===== src/source/spw_pkg.sv =====
package spw_pkg;

	// character widths
	localparam int unsigned nchar_w = 9; // fifo word, flag + byte
	localparam int unsigned time_w = 6; // time code value

	// 2-bit control codes, sent lsb first after the flag
	localparam logic [1:0] ctrl_fct = 2'd0; // flow control token
	localparam logic [1:0] ctrl_eop = 2'd1; // normal end of packet
	localparam logic [1:0] ctrl_eep = 2'd2; // error end of packet
	localparam logic [1:0] ctrl_esc = 2'd3; // escape, prefix for null and time code

	// marker codes carried in the low byte of a marker word
	localparam logic [7:0] marker_eop = 8'd0;
	localparam logic [7:0] marker_eep = 8'd1;

	// data view of a fifo word
	typedef struct packed {
		logic       flag; // 0 for data
		logic [7:0] data; // payload byte
	} spw_data_s;

	// marker view of a fifo word
	typedef struct packed {
		logic       flag; // 1 for eop/eep
		logic [7:0] code; // marker_eop or marker_eep
	} spw_marker_s;

	// one 9-bit word, read as data or marker depending on flag
	typedef union packed {
		spw_data_s   dat;
		spw_marker_s mrk;
	} spw_nchar_u;

endpackage


===== src/source/spw_char_decoder.sv =====
`timescale 1ns/1ps

module spw_char_decoder (
	input  logic                       fpga_clk1_50,
	input  logic                       arst_n,
	input  logic                       rx_bit_valid,
	input  logic                       rx_bit,
	input  logic                       fifo_full,
	output logic                       fifo_push,
	output spw_pkg::spw_nchar_u        fifo_wdata,
	output logic                       tick_out,
	output logic [spw_pkg::time_w-1:0] time_out,
	output logic                       parity_error,
	output logic                       rx_overflow
);
	import spw_pkg::*;

	logic [3:0] idx; // bits received of current char
	logic par_b; // received parity bit
	logic flag_b; // received control flag
	logic [7:0] pl; // payload shifter, enters at msb
	logic prev_par; // xor of previous payload
	logic esc_seen; // previous char was esc
	logic [7:0] pl_next; // payload including this bit
	logic [1:0] code; // control code of a finished control char
	logic last_bit; // this bit closes the char

	assign pl_next = {rx_bit, pl[7:1]}; // lsb first on the line
	assign code = pl_next[7:6]; // two shifts leave the code on top
	assign last_bit = rx_bit_valid && (flag_b ? (idx == 4'd3) : (idx == 4'd9));

	// bit assembly and parity
	always_ff @(posedge fpga_clk1_50 or negedge arst_n) begin
		if (!arst_n) begin
			idx <= '0;
			par_b <= 1'b0;
			flag_b <= 1'b0;
			pl <= '0;
			prev_par <= 1'b0; // matches encoder start value
			parity_error <= 1'b0;
		end else if (rx_bit_valid) begin
			if (idx == 4'd0) begin
				par_b <= rx_bit;
				idx <= 4'd1;
			end else if (idx == 4'd1) begin
				flag_b <= rx_bit; // sets char length
				idx <= 4'd2;
				if (!(prev_par ^ par_b ^ rx_bit)) begin
					parity_error <= 1'b1; // even count, sticky
				end
			end else begin
				pl <= pl_next;
				idx <= last_bit ? 4'd0 : idx + 1'b1;
				if (last_bit) begin
					prev_par <= flag_b ? ^pl_next[7:6] : ^pl_next;
				end
			end
		end
	end

	// classification and outputs, one cycle after the last bit
	always_ff @(posedge fpga_clk1_50 or negedge arst_n) begin
		if (!arst_n) begin
			fifo_push <= 1'b0;
			tick_out <= 1'b0;
			time_out <= '0;
			esc_seen <= 1'b0;
			rx_overflow <= 1'b0;
		end else begin
			fifo_push <= 1'b0; // single-cycle strobes
			tick_out <= 1'b0;
			if (last_bit) begin
				esc_seen <= 1'b0; // any char ends an esc pair
				if (!flag_b) begin
					if (esc_seen) begin
						tick_out <= 1'b1; // esc + data is a time code
						time_out <= pl_next[time_w-1:0];
					end else if (fifo_full) begin
						rx_overflow <= 1'b1; // data lost
					end else begin
						fifo_push <= 1'b1;
					end
				end else if (code == ctrl_esc) begin
					esc_seen <= 1'b1;
				end else if ((code == ctrl_eop || code == ctrl_eep) && !esc_seen) begin
					if (fifo_full) begin
						rx_overflow <= 1'b1; // marker lost
					end else begin
						fifo_push <= 1'b1;
					end
				end
				// fct and null fall through and are dropped
			end
		end
	end

	// fifo word, payload only
	always_ff @(posedge fpga_clk1_50) begin
		if (last_bit) begin
			if (!flag_b) begin
				fifo_wdata.dat.flag <= 1'b0;
				fifo_wdata.dat.data <= pl_next;
			end else begin
				fifo_wdata.mrk.flag <= 1'b1;
				fifo_wdata.mrk.code <= (code == ctrl_eep) ? marker_eep : marker_eop;
			end
		end
	end

	// decoder never writes into a full rx fifo
	a_push_not_full: assert property (@(posedge fpga_clk1_50) disable iff (!arst_n)
		fifo_push |-> !fifo_full)
		else $error("decoder pushed into a full fifo");

endmodule


===== src/source/spw_char_encoder.sv =====
`timescale 1ns/1ps

module spw_char_encoder (
	input  logic                         fpga_clk1_50,
	input  logic                         arst_n,
	input  spw_pkg::spw_nchar_u          fifo_data,
	input  logic                         fifo_empty,
	input  logic                         tick_in,
	input  logic [spw_pkg::time_w-1:0]   time_in,
	input  logic                         bit_take,
	output logic                         fifo_pop,
	output logic                         bit_valid,
	output logic                         bit_value
);
	import spw_pkg::*;

	logic [9:0] sh; // bits still to send, lsb goes first
	logic [3:0] rem; // bits left in sh
	logic prev_par; // xor of previous payload
	logic time_pend; // time code waiting for its slot
	logic [time_w-1:0] time_val; // latest latched time
	logic follow_pend; // second half of an esc pair due
	logic follow_ctrl; // 1 follows with fct, 0 with time byte
	logic [7:0] follow_byte; // time byte after esc
	logic load; // shifter empty, pick next char
	logic nxt_ctrl; // next char is a control char
	logic [7:0] nxt_pl; // next payload, low 2 bits for control
	logic nxt_par; // parity bit of next char
	logic [9:0] nxt_sh;
	logic [3:0] nxt_len;

	assign load = (rem == '0);
	assign bit_valid = (rem != '0);
	assign bit_value = sh[0];
	assign fifo_pop = load && !follow_pend && !time_pend && !fifo_empty; // fifo is third in line

	// next char by priority
	always_comb begin
		if (follow_pend) begin
			nxt_ctrl = follow_ctrl; // fct for null, data for time code
			nxt_pl = follow_ctrl ? {6'd0, ctrl_fct} : follow_byte;
		end else if (time_pend) begin
			nxt_ctrl = 1'b1; // esc opens the time code
			nxt_pl = {6'd0, ctrl_esc};
		end else if (!fifo_empty) begin
			nxt_ctrl = fifo_data.dat.flag;
			if (fifo_data.dat.flag) begin
				nxt_pl = (fifo_data.mrk.code == marker_eep) ? {6'd0, ctrl_eep} : {6'd0, ctrl_eop};
			end else begin
				nxt_pl = fifo_data.dat.data;
			end
		end else begin
			nxt_ctrl = 1'b1; // idle, esc of a null
			nxt_pl = {6'd0, ctrl_esc};
		end
	end

	assign nxt_par = ~(prev_par ^ nxt_ctrl); // odd over prev payload, parity, flag
	assign nxt_sh = nxt_ctrl ? {6'd0, nxt_pl[1:0], 1'b1, nxt_par} : {nxt_pl, 1'b0, nxt_par};
	assign nxt_len = nxt_ctrl ? 4'd4 : 4'd10;

	always_ff @(posedge fpga_clk1_50 or negedge arst_n) begin
		if (!arst_n) begin
			sh <= '0;
			rem <= '0;
			prev_par <= 1'b0; // payload before first char counts as zero
			time_pend <= 1'b0;
			time_val <= '0;
			follow_pend <= 1'b0;
			follow_ctrl <= 1'b0;
			follow_byte <= '0;
		end else begin
			if (load) begin
				sh <= nxt_sh;
				rem <= nxt_len;
				prev_par <= nxt_ctrl ? ^nxt_pl[1:0] : ^nxt_pl;
				if (follow_pend) begin
					follow_pend <= 1'b0; // pair complete
				end else if (time_pend) begin
					follow_pend <= 1'b1;
					follow_ctrl <= 1'b0;
					follow_byte <= {2'b00, time_val}; // control bits zero
					time_pend <= 1'b0;
				end else if (fifo_empty) begin
					follow_pend <= 1'b1; // null needs its fct
					follow_ctrl <= 1'b1;
				end
			end else if (bit_take) begin
				sh <= sh >> 1; // next bit to the line
				rem <= rem - 1'b1;
			end
			if (tick_in) begin
				time_pend <= 1'b1; // newer tick replaces pending one
				time_val <= time_in;
			end
		end
	end

	// pop only when the tx fifo holds a word
	a_pop_not_empty: assert property (@(posedge fpga_clk1_50) disable iff (!arst_n)
		fifo_pop |-> !fifo_empty)
		else $error("encoder popped an empty fifo");

endmodule


===== src/source/spw_ds_rx.sv =====
`timescale 1ns/1ps

module spw_ds_rx (
	input  logic fpga_clk1_50,
	input  logic arst_n,
	input  logic din,
	input  logic sin,
	output logic rx_bit_valid,
	output logic rx_bit
);

	logic din_s1; // first sync stage
	logic din_s2; // second sync stage
	logic sin_s1;
	logic sin_s2;
	logic ds_xor; // recovered bit clock
	logic ds_xor_q; // bit clock of previous cycle

	assign ds_xor = din_s2 ^ sin_s2;

	// two-flop synchronizers on both lines
	always_ff @(posedge fpga_clk1_50 or negedge arst_n) begin
		if (!arst_n) begin
			din_s1 <= 1'b0; // lines idle low after reset
			din_s2 <= 1'b0;
			sin_s1 <= 1'b0;
			sin_s2 <= 1'b0;
		end else begin
			din_s1 <= din;
			din_s2 <= din_s1;
			sin_s1 <= sin;
			sin_s2 <= sin_s1;
		end
	end

	// edge register
	always_ff @(posedge fpga_clk1_50 or negedge arst_n) begin
		if (!arst_n) begin
			ds_xor_q <= 1'b0;
			rx_bit_valid <= 1'b0;
			rx_bit <= 1'b0;
		end else begin
			ds_xor_q <= ds_xor;
			rx_bit_valid <= (ds_xor != ds_xor_q); // any edge of d xor s is a new bit
			rx_bit <= din_s2; // bit value is the data line
		end
	end

	// both lines toggling together would hide a bit
	a_one_line_in: assert property (@(posedge fpga_clk1_50) disable iff (!arst_n)
		!($changed(din_s2) && $changed(sin_s2)))
		else $error("din and sin changed together");

endmodule


===== src/source/spw_ds_tx.sv =====
`timescale 1ns/1ps

module spw_ds_tx #(
	parameter int unsigned bit_div = 4 // clocks per bit, at least 3
) (
	input  logic fpga_clk1_50,
	input  logic arst_n,
	input  logic bit_valid,
	input  logic bit_value,
	output logic bit_take,
	output logic dout,
	output logic sout
);

	localparam int unsigned cnt_w = $clog2(bit_div);

	logic [cnt_w-1:0] cnt; // counts down to the next bit period

	assign bit_take = (cnt == '0); // start of a bit period

	// bit period counter
	always_ff @(posedge fpga_clk1_50 or negedge arst_n) begin
		if (!arst_n) begin
			cnt <= cnt_w'(bit_div - 1); // first period ends bit_div cycles in
		end else if (bit_take) begin
			cnt <= cnt_w'(bit_div - 1);
		end else begin
			cnt <= cnt - 1'b1;
		end
	end

	// data-strobe encoding
	always_ff @(posedge fpga_clk1_50 or negedge arst_n) begin
		if (!arst_n) begin
			dout <= 1'b0;
			sout <= 1'b0;
		end else if (bit_take && bit_valid) begin
			dout <= bit_value; // data carries the bit
			if (bit_value == dout) begin
				sout <= ~sout; // repeated bit, strobe flips
			end
		end
	end

	// exactly one line moves per bit
	a_one_line_moves: assert property (@(posedge fpga_clk1_50) disable iff (!arst_n)
		!($changed(dout) && $changed(sout)))
		else $error("dout and sout changed together");

endmodule


===== src/source/spw_fifo.sv =====
`timescale 1ns/1ps

module spw_fifo #(
	parameter int unsigned fifo_depth = 16 // power of two
) (
	input  logic                        fpga_clk1_50,
	input  logic                        arst_n,
	input  logic                        push,
	input  logic                        pop,
	input  spw_pkg::spw_nchar_u         wdata,
	output spw_pkg::spw_nchar_u         rdata,
	output logic                        full,
	output logic                        empty,
	output logic [$clog2(fifo_depth):0] count
);
	import spw_pkg::*;

	localparam int unsigned addr_w = $clog2(fifo_depth);

	logic [nchar_w-1:0] mem [fifo_depth]; // word storage, raw bits
	logic [addr_w-1:0] wptr; // next slot to write
	logic [addr_w-1:0] rptr; // head slot
	logic [addr_w:0] cnt; // occupancy
	logic do_push;
	logic do_pop;

	assign full = (cnt == fifo_depth[addr_w:0]); // flags follow the count register
	assign empty = (cnt == '0);
	assign count = cnt;

	assign do_push = push && !full; // write into a full fifo is dropped
	assign do_pop = pop && !empty; // read of an empty fifo is dropped

	assign rdata = mem[rptr]; // first word fall-through

	// word storage
	always_ff @(posedge fpga_clk1_50) begin
		if (do_push) begin
			mem[wptr] <= wdata; // union stored as plain bits
		end
	end

	// pointers and count
	always_ff @(posedge fpga_clk1_50 or negedge arst_n) begin
		if (!arst_n) begin
			wptr <= '0;
			rptr <= '0;
			cnt <= '0;
		end else begin
			if (do_push) begin
				wptr <= wptr + 1'b1; // wraps at depth
			end
			if (do_pop) begin
				rptr <= rptr + 1'b1;
			end
			case ({do_push, do_pop})
				2'b10: cnt <= cnt + 1'b1;
				2'b01: cnt <= cnt - 1'b1;
				default: cnt <= cnt; // both or neither
			endcase
		end
	end

	// writer must respect full
	a_no_push_full: assert property (@(posedge fpga_clk1_50) disable iff (!arst_n)
		push |-> !full)
		else $error("spw_fifo push while full");

	// reader must respect empty
	a_no_pop_empty: assert property (@(posedge fpga_clk1_50) disable iff (!arst_n)
		pop |-> !empty)
		else $error("spw_fifo pop while empty");

endmodule


===== src/source/spw_link_top.sv =====
`timescale 1ns/1ps

module spw_link_top #(
	parameter int unsigned bit_div = 4, // clocks per bit
	parameter int unsigned fifo_depth = 16 // both buffers
) (
	input  logic                       fpga_clk1_50,
	input  logic                       arst_n,
	input  logic                       din,
	input  logic                       sin,
	input  logic                       tx_write,
	input  spw_pkg::spw_nchar_u        tx_data,
	input  logic                       tick_in,
	input  logic [spw_pkg::time_w-1:0] time_in,
	input  logic                       rx_read,
	output logic                       dout,
	output logic                       sout,
	output logic                       tx_full,
	output spw_pkg::spw_nchar_u        rx_data,
	output logic                       rx_empty,
	output logic                       tick_out,
	output logic [spw_pkg::time_w-1:0] time_out,
	output logic                       parity_error,
	output logic                       rx_overflow
);
	import spw_pkg::*;

	spw_nchar_u tx_head; // tx fifo head to encoder
	spw_nchar_u rx_word; // decoder word to rx fifo
	logic tx_empty;
	logic tx_pop;
	logic bit_valid; // encoder to line driver
	logic bit_value;
	logic bit_take;
	logic rx_bit_valid; // line receiver to decoder
	logic rx_bit;
	logic rx_push;
	logic rx_full;

	spw_fifo #(.fifo_depth(fifo_depth)) tx_fifo (
		.fpga_clk1_50(fpga_clk1_50), .arst_n(arst_n),
		.push(tx_write), .pop(tx_pop), .wdata(tx_data),
		.rdata(tx_head), .full(tx_full), .empty(tx_empty), .count()
	);

	spw_char_encoder u_encoder (
		.fpga_clk1_50(fpga_clk1_50), .arst_n(arst_n),
		.fifo_data(tx_head), .fifo_empty(tx_empty),
		.tick_in(tick_in), .time_in(time_in), .bit_take(bit_take),
		.fifo_pop(tx_pop), .bit_valid(bit_valid), .bit_value(bit_value)
	);

	spw_ds_tx #(.bit_div(bit_div)) u_ds_tx (
		.fpga_clk1_50(fpga_clk1_50), .arst_n(arst_n),
		.bit_valid(bit_valid), .bit_value(bit_value),
		.bit_take(bit_take), .dout(dout), .sout(sout)
	);

	spw_ds_rx u_ds_rx (
		.fpga_clk1_50(fpga_clk1_50), .arst_n(arst_n),
		.din(din), .sin(sin),
		.rx_bit_valid(rx_bit_valid), .rx_bit(rx_bit)
	);

	spw_char_decoder u_decoder (
		.fpga_clk1_50(fpga_clk1_50), .arst_n(arst_n),
		.rx_bit_valid(rx_bit_valid), .rx_bit(rx_bit), .fifo_full(rx_full),
		.fifo_push(rx_push), .fifo_wdata(rx_word),
		.tick_out(tick_out), .time_out(time_out),
		.parity_error(parity_error), .rx_overflow(rx_overflow)
	);

	spw_fifo #(.fifo_depth(fifo_depth)) rx_fifo (
		.fpga_clk1_50(fpga_clk1_50), .arst_n(arst_n),
		.push(rx_push), .pop(rx_read), .wdata(rx_word),
		.rdata(rx_data), .full(rx_full), .empty(rx_empty), .count()
	);

endmodule


===== config.mk =====
export PLATFORM = sky130hd
export DESIGN_NAME = spw_link_top
export DESIGN_NICKNAME = d
export VERILOG_FILES = /design/src/source/spw_pkg.sv /design/src/source/spw_char_decoder.sv /design/src/source/spw_char_encoder.sv /design/src/source/spw_ds_rx.sv /design/src/source/spw_ds_tx.sv /design/src/source/spw_fifo.sv /design/src/source/spw_link_top.sv
export SDC_FILE = /design/constraint.sdc
export NUM_CORES = 1
export LEC_CHECK = 0
export CORE_MARGIN = 3
export CORE_UTILIZATION = 45
export CTS_CLUSTER_DIAMETER = 40
export CTS_CLUSTER_SIZE = 30
export DETAILED_ROUTE_END_ITERATION = 6
export DONT_BUFFER_PORTS = 1
export PLACE_DENSITY = 0.59
export SKIP_LAST_GASP = 1
export SYNTH_ARGS = -nofsm -noshare
export SYNTH_HDL_FRONTEND = slang
export SYNTH_HIERARCHICAL = 1
export SYNTH_SLANG_ARGS = --single-unit
export TNS_END_PERCENT = 50

===== constraint.sdc =====
create_clock -name fpga_clk1_50 -period 5 [get_ports fpga_clk1_50]
set_input_delay 0 -clock fpga_clk1_50 [delete_from_list [all_inputs] [get_ports fpga_clk1_50]]
set_output_delay 0 -clock fpga_clk1_50 [all_outputs]
set_load 0.005 [all_outputs]

==> flow_summary_export.csv, run 1 <==
group,metric,value,unit
clock_tree,cts_tree,"yes",
final_layout,final_cell_mix,"edfxtp_1, dfrtp_1, mux2i_1, nand2_1, o21ai_0",
sta,final-hold-violation-count,13,
final_layout,final_layout_size_suffix_gt1_frac,0.196,
yosys,synth_ff_type,"edfxtp_1",
power_and_ir_drop,sw_frac_of_total,0.309,
placed_design,dp_hpwl,20700,um
grt,use_met3,0.0307,
grt,grt_pass1_wl,51300,um
grt,grt_max_degree,93,
sta,rsz0062_at_grt,"false",
setup_path,arrival,3.93,ns
sta,max_freq,286,MHz
setup_path,critPathTopFamily,"flip-flops",
yosys,synth_seq_cells,389,
setup_path,startpoint_type,"register",
setup_path,cp_data_required_time,5.43,ns
power_and_ir_drop,p_int,6850,uW
setup_path,crit_chain,"buf_4 > mux2_2 > o21ai_0 > a21oi_1 > o21ai_0 > nand2_1 > nor4_2 > nand4_1 > a22oi_2 > xor2_1 > xnor2_1 > xor2_1 > o21ai_1",
detailed_routing,drt_pass1_iterations,5,
grt,globalRouteMet2Util,0.262,
hold_path,hold_path_class,"in2async",
setup_path,r2r_cells,13,
placed_design,gp_congestion,0.856,
sta,finalCriticalPeriod,3.50,ns
yosys,seq_area_frac_synth,0.689,
power_and_ir_drop,ir_drop,0.000353,V
yosys,syn_inst,1011,
setup_path,slowest_stage,"dfrtp_4",
detailed_routing,antenna_left,0,
clock_tree,cts_buffer_depth,3,
clock_tree,htreeDepth,2,
sta,worst_pin_slew,1.08,ns
clock_tree,clkSinkCount,389,
final_layout,nNetsFinal,1092,
clock_tree,clk_latency,0.57,ns
power_and_ir_drop,switchingPower,3070,uW
power_and_ir_drop,p_leak,0.00664,uW
setup_path,end_kind,"register",
power_and_ir_drop,pwr-share-clk,0.332,
sta,drv_slew,0,
power_and_ir_drop,seq_power_share,0.446,
setup_path,rrSetupSlack,1.50,ns
sta,setup_viol,0,
clock_tree,cts_post_setup_buffers_inserted,0,
grt,grt_usage,0.172,
yosys,synth_nets,1060,
clock_tree,cts.repair.resized,0,
floorplan,dieArea,38500,um^2
yosys,synth_warnings,6,
detailed_routing,wl_per_cell,21.0,um
clock_tree,cts-root-buf,"clkbuf_16",
power_and_ir_drop,power.density,537,nW/um^2
floorplan,io_pins,44,
setup_path,crit_fanout,34,
yosys,synth_area_per_cell,16.1,um^2
detailed_routing,avgViaCountPerCell,5.53,
grt,antenna_found_initial,0,
final_layout,areaGrowthSynthToFinish,13.5,%
setup_path,crit_type,"reg2reg",
sta,period_share,0.700,
clock_tree,cts_made_buffers,47,
clock_tree,hold_buffers,24,
floorplan,die_h,196,um
floorplan,core,35700,um^2
floorplan,fp.dieW,196,um
grt,grt_pass1_vias,8579,
yosys,synthArstFlopShare,0.237,
grt,grt_overflow,0,
sta,slew_headroom,0.276,
grt,use_met1,0.254,
floorplan,row_count,69,
grt,busiest_layer,"met2",
detailed_routing,route.final.wire_length,32400,um
flow_run,maxCapViolCount,0,
power_and_ir_drop,p_comb_frac,0.222,
placed_design,port-buffer-count,0,
sta,hold_ws,-0.0326,ns
detailed_routing,drt-initial-drc-count,664,
setup_path,r2r-start,"tx_fifo/rptr[0]",
floorplan,start_util,0.457,
setup_path,cp_slowest_stage_delay,0.78,ns
clock_tree,clk_pin_slew,0.06,ns
detailed_routing,num_vias,8536,
final_layout,final_common_cell,"edfxtp_1",
run_status,violations,"negative hold slack",
placed_design,placed_area,16700,um^2
sta,tns,0,ns
sta,fin_skew,0.0242,ns
setup_path,r2r-end,"u_encoder/prev_par",
run_status,outcome,"complete, but fails checks",
yosys,syn_area,16300,um^2
yosys,synthDistinctLibCells,60,
yosys,synth-edff-count,297,
final_layout,fin_area,18500,um^2
setup_path,path_buf_inv,1,
final_layout,num_antenna_cells,0,
detailed_routing,drc,0,
-- worst max-delay path by stage --
stage,start,end,slack (ns),cells after the start
2_1_floorplan,u_encoder/rem[0],tx_fifo/count[4],2.09,16
3_3_place_gp,tx_fifo/rptr[0],u_encoder/prev_par,1.51,11
3_5_place_dp,tx_fifo/rptr[0],u_encoder/prev_par,1.51,13
4_1_cts,tx_fifo/rptr[0],u_encoder/prev_par,1.49,13
5_1_grt,tx_fifo/rptr[0],u_encoder/prev_par,1.15,13
6_report,tx_fifo/rptr[0],u_encoder/prev_par,1.50,13
-- area by class of cell --
cell class              count  area (um^2)
flip-flops and latches    389        11200
clock inverters            34          305
fillers                  2941        17200
inverters                  28          105
clock buffers              54         1240
multi-input cells         544         4690
repair buffers             33          325
well taps                 461          577
-- routing by layer --
layer	vias to the layer above	part of all wire
met5	-	0
met4	0	0.023
met3	54	0.041
met2	176	0.46
met1	4366	0.48
li1	3940	-
-- synthesized netlist by cell type (3+ instances only) --
library cell	instances	area (um^2)
nand4_1	5	31.3
mux2_2	47	529
buf_4	4	30.0
buf_1	5	18.8
a21oi_1	35	175
a221oi_1	9	78.8
a21o_1	4	30.0
mux2i_1	64	641
a221oi_2	12	180
inv_1	28	105
edfxtp_1	297	8920
nor2_1	36	135
nor4_2	4	50.1
nand2b_1	7	43.8
and2_1	6	37.5
buf_6	11	124
nor3_1	10	50.1
buf_2	13	65.1
dfrtp_1	90	2250
xnor2_1	24	210
a22oi_1	19	143
or3b_1	3	26.3
a211o_1	3	26.3
o21ai_0	57	285
and3_1	3	18.8
and2b_1	3	22.5
nand2_1	63	236
nand3_1	8	40.0
nor2b_1	15	93.8
mux4_2	36	811
clkbuf_1	16	60.1
a31oi_1	3	18.8
ha_1	25	313
xor2_1	11	96.3
-- power by group through the flow --
stage | logic [uW] | registers (uW) | clock network, uW
floorplan | 1930 | 4190 | 0
global placement | 2140 | 4490 | 0
detailed placement | 2160 | 4500 | 0
CTS | 2220 | 4440 | 3380
global route | 2430 | 4500 | 3510
finish | 2200 | 4420 | 3300
-- through the flow --
step	cells	utilization	worst slack (ns)	total power, uW
after floorplan	1011	-	2.09	6120
after global placement	1431	0.468	1.51	6630
after detailed placement	1431	0.468	1.51	6660
after CTS	1543	0.518	1.49	10000
after global routing	1543	0.518	1.15	10400
final	1543	0.518	1.50	9920
-- cells by family (layout without fill, tap and decap cells) --
group                    after synthesis  after routing  share of synthesized area
AO/OA/AOI/OAI                        158            158                     0.0656
buffers and inverters                 78            149                     0.0250
AND/OR/NAND/NOR                      173            173                     0.0537
flip-flops                           389            389                      0.689
adder cells (fa/ha/maj)               27             27                     0.0217
multiplexers                         149            149                      0.123
XOR/XNOR                              37             37                     0.0217
-- registers in the layout (all words and copies together), names as in the netlist, 2 cells and up --
signal                 flops
u_encoder/time_val         6
tx_fifo/rptr               4
u_encoder/follow_byte      6
rx_fifo/rptr               4
tx_fifo/count              5
rx_fifo/wptr               4
rx_fifo/count              5
u_decoder/time_out         6
u_decoder/fifo_wdata       9
tx_fifo/wptr               4
tx_fifo/mem              144
u_ds_tx/cnt                2
u_decoder/idx              4
u_encoder/rem              4
u_decoder/pl               7
u_encoder/sh              10
rx_fifo/mem              144
Note: power is estimated with default switching activity, not from simulation.
==> inputs of run 2 (changes only) <==
--- a/config.mk
+++ b/config.mk
@@ -11,7 +11,7 @@
 export CTS_CLUSTER_SIZE = 30
 export DETAILED_ROUTE_END_ITERATION = 6
 export DONT_BUFFER_PORTS = 1
-export PLACE_DENSITY = 0.59
+export PLACE_DENSITY = 0.61
 export SKIP_LAST_GASP = 1
 export SYNTH_ARGS = -nofsm -noshare
 export SYNTH_HDL_FRONTEND = slang
==> constraint.sdc (replaced) <==
create_clock -name fpga_clk1_50 -period 2.89 [get_ports fpga_clk1_50]
set_input_delay 0 -clock fpga_clk1_50 [delete_from_list [all_inputs] [get_ports fpga_clk1_50]]
set_output_delay 0 -clock fpga_clk1_50 [all_outputs]
set_load 0.005 [all_outputs]
==> run 2 against run 1 <==
  * The flow finishes with violations (negative setup slack)
  * Clock skew rose by 0.0025 ns
  * Clock power rose by 85%
  * Routed wire length fell by 1.7%
  * Sequential cell count did not move
  * Maximum frequency rose by 21%
  * Critical path type unchanged
  * Die area did not move
  * Setup slack got worse by 1.5 ns
  * Global-route usage fell by 0.24 points
  * First-iteration DRC count fell by 26%
==> flow_summary_export.csv, run 2 (synthesis gave the netlist of run 1 again) <==
group,metric,value,unit
run_status,outcome,"complete, but fails checks",
run_status,violations,"negative setup slack",
final_layout,num_antenna_cells,0,
placed_design,dp_hpwl,20100,um
floorplan,dieArea,38500,um^2
sta,layout_setup_ws,-0.000508,ns
power_and_ir_drop,p_int,12700,uW
power_and_ir_drop,p_leak,0.00712,uW
setup_path,startpoint_type,"register",
setup_path,r2r-start,"tx_fifo/rptr[0]",
final_layout,nNetsFinal,1174,
sta,period_share,1.00,
setup_path,end_kind,"register",
sta,max_freq,346,MHz
detailed_routing,wl_per_cell,19.6,um
setup_path,worstSetupStartpoint,"tx_fifo/rptr[0]",
setup_path,path_buf_inv,3,
grt,antenna_found_initial,0,
sta,finalCriticalPeriod,2.89,ns
sta,fin_skew,0.0267,ns
placed_design,placed_area,17200,um^2
floorplan,die_h,196,um
sta,drv_slew,0,
setup_path,cp_slowest_stage_delay,0.41,ns
power_and_ir_drop,switchingPower,5270,uW
clock_tree,clkSinkCount,389,
power_and_ir_drop,seq_power_share,0.417,
floorplan,io_pins,44,
floorplan,fp.dieW,196,um
clock_tree,cts_made_buffers,50,
final_layout,final_common_cell,"edfxtp_1",
clock_tree,clk_latency,0.56,ns
detailed_routing,route.final.wire_length,31900,um
detailed_routing,antenna_left,0,
placed_design,port-buffer-count,0,
setup_path,endpoint,"u_encoder/prev_par",
power_and_ir_drop,pwr-share-clk,0.341,
detailed_routing,drt-initial-drc-count,494,
clock_tree,cts_tree,"yes",
final_layout,reg_top3,"rx_fifo/mem x144, tx_fifo/mem x144, u_encoder/sh x10",
clock_tree,clk_pin_slew,0.06,ns
sta,final-hold-violation-count,0,
grt,grt_usage,0.170,
power_and_ir_drop,ir_drop,0.000649,V
final_layout,final_layout_size_suffix_gt1_frac,0.261,
detailed_routing,avgViaCountPerCell,5.35,
setup_path,rrSetupSlack,-0.0005,ns
setup_path,crit_fanout,15,
detailed_routing,num_vias,8699,
clock_tree,htreeDepth,2,
floorplan,core,35700,um^2
power_and_ir_drop,p_comb_frac,0.242,
power_and_ir_drop,sw_frac_of_total,0.294,
setup_path,crit_chain,"buf_12 > buf_12 > buf_12 > mux2i_4 > a21oi_2 > a22oi_1 > nand2_2 > nor4_4 > nand4_1 > a22oi_2 > xor2_1 > xnor2_1 > xor2_1 > o21ai_1",
sta,slew_headroom,0.363,
clock_tree,cts-root-buf,"clkbuf_16",
setup_path,r2r-end,"u_encoder/prev_par",
setup_path,crit_type,"reg2reg",
floorplan,start_util,0.457,
final_layout,final_cell_mix,"edfxtp_1, dfrtp_1, buf_4, mux2i_1, nand2_1",
setup_path,arrival,3.32,ns
sta,rsz0062_at_grt,"true",
setup_path,critPathTopFamily,"simple AND/OR/NAND/NOR gates",
floorplan,row_count,69,
grt,grt_pass1_wl,50800,um
flow_run,maxCapViolCount,0,
setup_path,cp_data_required_time,3.32,ns
setup_path,slowest_stage,"dfrtp_2",
hold_path,hold_path_class,"in2async",
detailed_routing,drc,0,
grt,grt_pass1_vias,8973,
placed_design,place_ws,-0.0554,ns
setup_path,cp_num_cells,14,
grt,grt_overflow,0,
final_layout,areaGrowthSynthToFinish,19.0,%
final_layout,fin_area,19400,um^2
grt,grt_max_degree,93,
sta,setup_viol,1,
clock_tree,cts_buffer_depth,3,
setup_path,path_common_cell,"buf_12",
power_and_ir_drop,power.density,927,nW/um^2
setup_path,r2r_cells,14,
placed_design,gp_congestion,0.809,
sta,worst_pin_slew,0.951,ns
detailed_routing,drt_pass1_iterations,6,
run 2: changes by cell type in the layout (fill, tap and decap cells not counted), sizes merged:
cell and change:
bufinv +4, buf +79, inv -11, clkinvlp +1
clkbuf +8, clkinv +2
run 2: timing repair:
| item | in CTS | in global routing |
|---|---|---|
| pin swaps | 7 | 18 |
| cloned | 1 | 0 |
| resized for setup | 11 | 26 |
| endpoints found under the setup margin | 2 | 3 |
| buffers inserted | 2 | 11 |
| endpoints found under the hold margin | 254 | 0 |
| hold buffers | 24 | 0 |
run 2: routing by layer:
layer  global-route usage  vias up  part of all wire
met5                    0        -                 0
met4               0.0544        0             0.023
met3               0.0328       51             0.041
met2                0.279      164              0.49
met1                0.230     4377              0.45
li1                     -     4107                 -
run 2: worst min-delay path by stage:
stage	start	to	slack [ns]	depth (start not counted)
floorplan	arst_n	rx_fifo/count[0]	-0.30	0
global placement	arst_n	u_decoder/tick_out	-0.29	0
detailed placement	arst_n	u_decoder/time_out[1]	-0.29	0
CTS	arst_n	tx_fifo/rptr[3]	0.08	2
global route	arst_n	rx_fifo/wptr[2]	0.11	2
finish	arst_n	rx_fifo/wptr[2]	0.1	2
run 2: power groups by stage:
stage | clock, uW | sequential (uW) | combinational, uW
after floorplan | 0 | 7240 | 3340
after global placement | 0 | 7580 | 4080
final | 6120 | 7490 | 4350
after detailed placement | 0 | 7600 | 4160
after CTS | 6270 | 7500 | 4330
after global routing | 6500 | 7600 | 4850
run 2: worst reg2reg max path, delay by kind of cell (launching register included):
kind	cells	cell delay, ns
flip-flops	1	0.41
buffers and inverters	3	0.42
multiplexers	1	0.23
AND/OR/NAND/NOR	3	0.63
AO/OA/AOI/OAI	4	0.55
XOR/XNOR	3	0.50
run 2: metrics by stage:
| step | utilization | setup TNS, ns | hold slack, ns | power (uW) | instances |
|---|---|---|---|---|---|
| global route | 0.543 | -0.382 | 0.115 | 18900 | 1626 |
| finish | 0.543 | -0.000508 | 0.0951 | 18000 | 1626 |
| detailed placement | 0.482 | -0.0590 | -0.291 | 11800 | 1497 |
| floorplan | - | 0 | -0.296 | 10600 | 1011 |
| global placement | 0.482 | 0 | -0.291 | 11700 | 1497 |
| CTS | 0.539 | -0.0487 | 0.0776 | 18100 | 1616 |
run 2: cell type report:
| type | instances | area, um^2 |
|---|---|---|
| fill | 2815 | 16300 |
| sequential | 389 | 11200 |
| multi-input combinational | 544 | 4780 |
| clock buffer | 62 | 1340 |
| timing repair buffer | 112 | 1010 |
| tap | 461 | 577 |
| clock inverter | 30 | 343 |
| inverter | 28 | 105 |
==> inputs of run 3 (changes only) <==
==> constraint.sdc (replaced) <==
create_clock -name fpga_clk1_50 -period 2.89 [get_ports fpga_clk1_50]
set_input_delay 0.4335 -clock fpga_clk1_50 [delete_from_list [all_inputs] [get_ports fpga_clk1_50]]
set_output_delay 0.4335 -clock fpga_clk1_50 [all_outputs]
set_load 0.005 [all_outputs]
==> run 3 against run 2 <==
  * The flow still finishes with violations (negative setup slack)
  * Combinational power up 4%
  * Sequential power about the same
  * First-iteration DRC count down 8.7%
  * Power up 2.8%
  * Sequential cell count unchanged
  * Clock skew about the same
  * Routed wire length up 1.5%
  * Sequential share of layout area down 0.56 points
  * Setup slack worse by 0.070 ns
  * Global-route usage about the same
  * Cell count up 0.80%
==> flow_summary_export.csv, run 3 (synthesis gave the netlist of run 1 again) <==
group,metric,value,unit
run_status,outcome,"complete, but fails checks",
run_status,violations,"negative setup slack",
setup_path,end_kind,"register",
sta,max_freq,338,MHz
hold_path,whs_endpoint,"tx_fifo/wptr[0]",
sta,period_share,1.02,
setup_path,r2r-start,"tx_fifo/rptr[0]",
flow_run,maxCapViolCount,0,
hold_path,worstHoldStart,"tx_write",
hold_path,hold_path_class,"in2reg",
final_layout,areaGrowthSynthToFinish,20.2,%
final_layout,final_common_cell,"edfxtp_1",
detailed_routing,avgViaCountPerCell,5.36,
detailed_routing,route.final.wire_length,32400,um
sta,worst_pin_slew,1.01,ns
detailed_routing,num_vias,8778,
sta,rsz0062_at_grt,"true",
clock_tree,cts_buffer_depth,3,
floorplan,die_h,196,um
sta,setup_viol,1,
floorplan,fp.dieW,196,um
setup_path,crit_chain,"buf_12 > buf_8 > mux2_2 > o21ai_2 > a21oi_2 > a22oi_2 > nand2_2 > nor4_4 > nand4_1 > a22oi_2 > xor2_1 > xnor2_1 > xor2_1 > o21ai_1",
placed_design,port-buffer-count,0,
final_layout,final_layout_size_suffix_gt1_frac,0.277,
setup_path,startpoint_type,"register",
detailed_routing,wl_per_cell,19.7,um
power_and_ir_drop,p_leak,0.00724,uW
grt,antenna_found_initial,2,
grt,grt_overflow,0,
grt,grt_pass1_wl,50600,um
floorplan,row_count,69,
setup_path,arrival,3.41,ns
floorplan,start_util,0.457,
clock_tree,clk_pin_slew,0.06,ns
sta,slew_headroom,0.322,
power_and_ir_drop,ir_drop,0.000706,V
placed_design,gp_congestion,0.808,
clock_tree,cts_tree,"yes",
setup_path,r2r-end,"u_encoder/prev_par",
clock_tree,clk_latency,0.58,ns
setup_path,slowest_stage,"dfrtp_2",
setup_path,crit_fanout,7,
final_layout,fin_area,19600,um^2
final_layout,fillers,2804,
grt,grt_max_degree,93,
setup_path,cp_data_required_time,3.34,ns
setup_path,r2r_cells,14,
final_layout,reg_top3,"rx_fifo/mem x144, tx_fifo/mem x144, u_encoder/sh x10",
floorplan,io_pins,44,
final_layout,utilization,0.549,
sta,finalCriticalPeriod,2.96,ns
setup_path,cp_slowest_stage_delay,0.42,ns
placed_design,placed_area,17200,um^2
grt,grt_usage,0.169,
final_layout,final_cell_mix,"edfxtp_1, buf_4, dfrtp_1, mux2i_1, nand2_1",
sta,fin_skew,0.0271,ns
grt,grt_pass1_vias,8930,
placed_design,dp_hpwl,20200,um
sta,tns,-0.0707,ns
sta,layout_setup_ws,-0.0707,ns
setup_path,worstSetupStartpoint,"tx_fifo/rptr[0]",
floorplan,core,35700,um^2
detailed_routing,drt_pass1_iterations,4,
setup_path,rrSetupSlack,-0.07,ns
detailed_routing,antenna_left,0,
clock_tree,htreeDepth,2,
clock_tree,cts_made_buffers,52,
clock_tree,cts-root-buf,"clkbuf_16",
sta,hold_ws,0.266,ns
sta,drv_slew,0,
power_and_ir_drop,power.density,943,nW/um^2
clock_tree,clkSinkCount,389,
detailed_routing,drc,0,
setup_path,crit_type,"reg2reg",
hold_path,whs_path_depth,3,
final_layout,nNetsFinal,1182,
detailed_routing,drt-initial-drc-count,451,
floorplan,dieArea,38500,um^2
sta,final-hold-violation-count,0,
## run 3: cell count changes in the layout (fill, tap and decap cells not counted), moves of 4 or more
| cell | delta |
|---|---|
| buf_4 | +9 |
| clkbuf_1 | -7 |
| clkbuf_16 | +4 |
| clkinvlp_4 | -5 |
| dlygate4sd3_1 | -4 |
| inv_6 | +5 |
| inv_8 | +7 |
## run 3: area by class of cell
class	instances	area (um^2)	share of cell area
tap	461	577	0.0295
inverter	28	105	0.00537
multi-input combinational	544	4790	0.245
timing repair buffer	118	1070	0.0545
antenna	1	2.50	0.000128
clock buffer	57	1370	0.0701
sequential	389	11200	0.574
clock inverter	41	427	0.0218
## run 3: how the worst max path moves through the flow
stage / endpoint / slack [ns]
after floorplan: tx_fifo/count[4] / 0.007
after global placement: u_encoder/prev_par / 0.01
after detailed placement: u_encoder/prev_par / -0.09
after CTS: u_encoder/prev_par / -0.01
after global routing: u_encoder/prev_par / -0.24
final: u_encoder/prev_par / -0.07
## run 3: what timing repair did
item                       4_1_cts  5_1_grt
hold buffers                    20        0
pin swaps                       12       11
hold endpoints to repair       245        0
buffers inserted                 8       13
cloned                           0        1
gates resized for setup         15       26
setup endpoints to repair        4       13
## run 3: metal layers
metal	part of all wire	routed length [um]	GRT usage
met5	0.00025	8	0
met4	0.019	602	0.0475
met3	0.046	1480	0.0393
met2	0.49	15900	0.284
met1	0.44	14400	0.223
## run 3: critical path: cells and delay by family (launching register included)
kind | cells | cell delay (ns)
AO/OA/AOI/OAI | 5 | 0.67
XOR/XNOR | 3 | 0.50
buffers and inverters | 2 | 0.28
flip-flops | 1 | 0.42
multiplexers | 1 | 0.34
AND/OR/NAND/NOR | 3 | 0.61
## run 3: report_power, final
group	internal (uW)	total (uW)	switching [uW]
clock	3890	6470	2580
sequential	6780	7480	695
combinational	2250	4510	2260
total	12900	18500	5530
## run 3: per-stage QoR
step / setup slack (ns) / cells / power [uW]
floorplan: 0.00667 / 1011 / 10600
global placement: 0.0132 / 1499 / 11700
detailed placement: -0.0889 / 1499 / 11800
CTS: -0.0110 / 1624 / 18500
global route: -0.244 / 1639 / 19400
finish: -0.0707 / 1639 / 18500
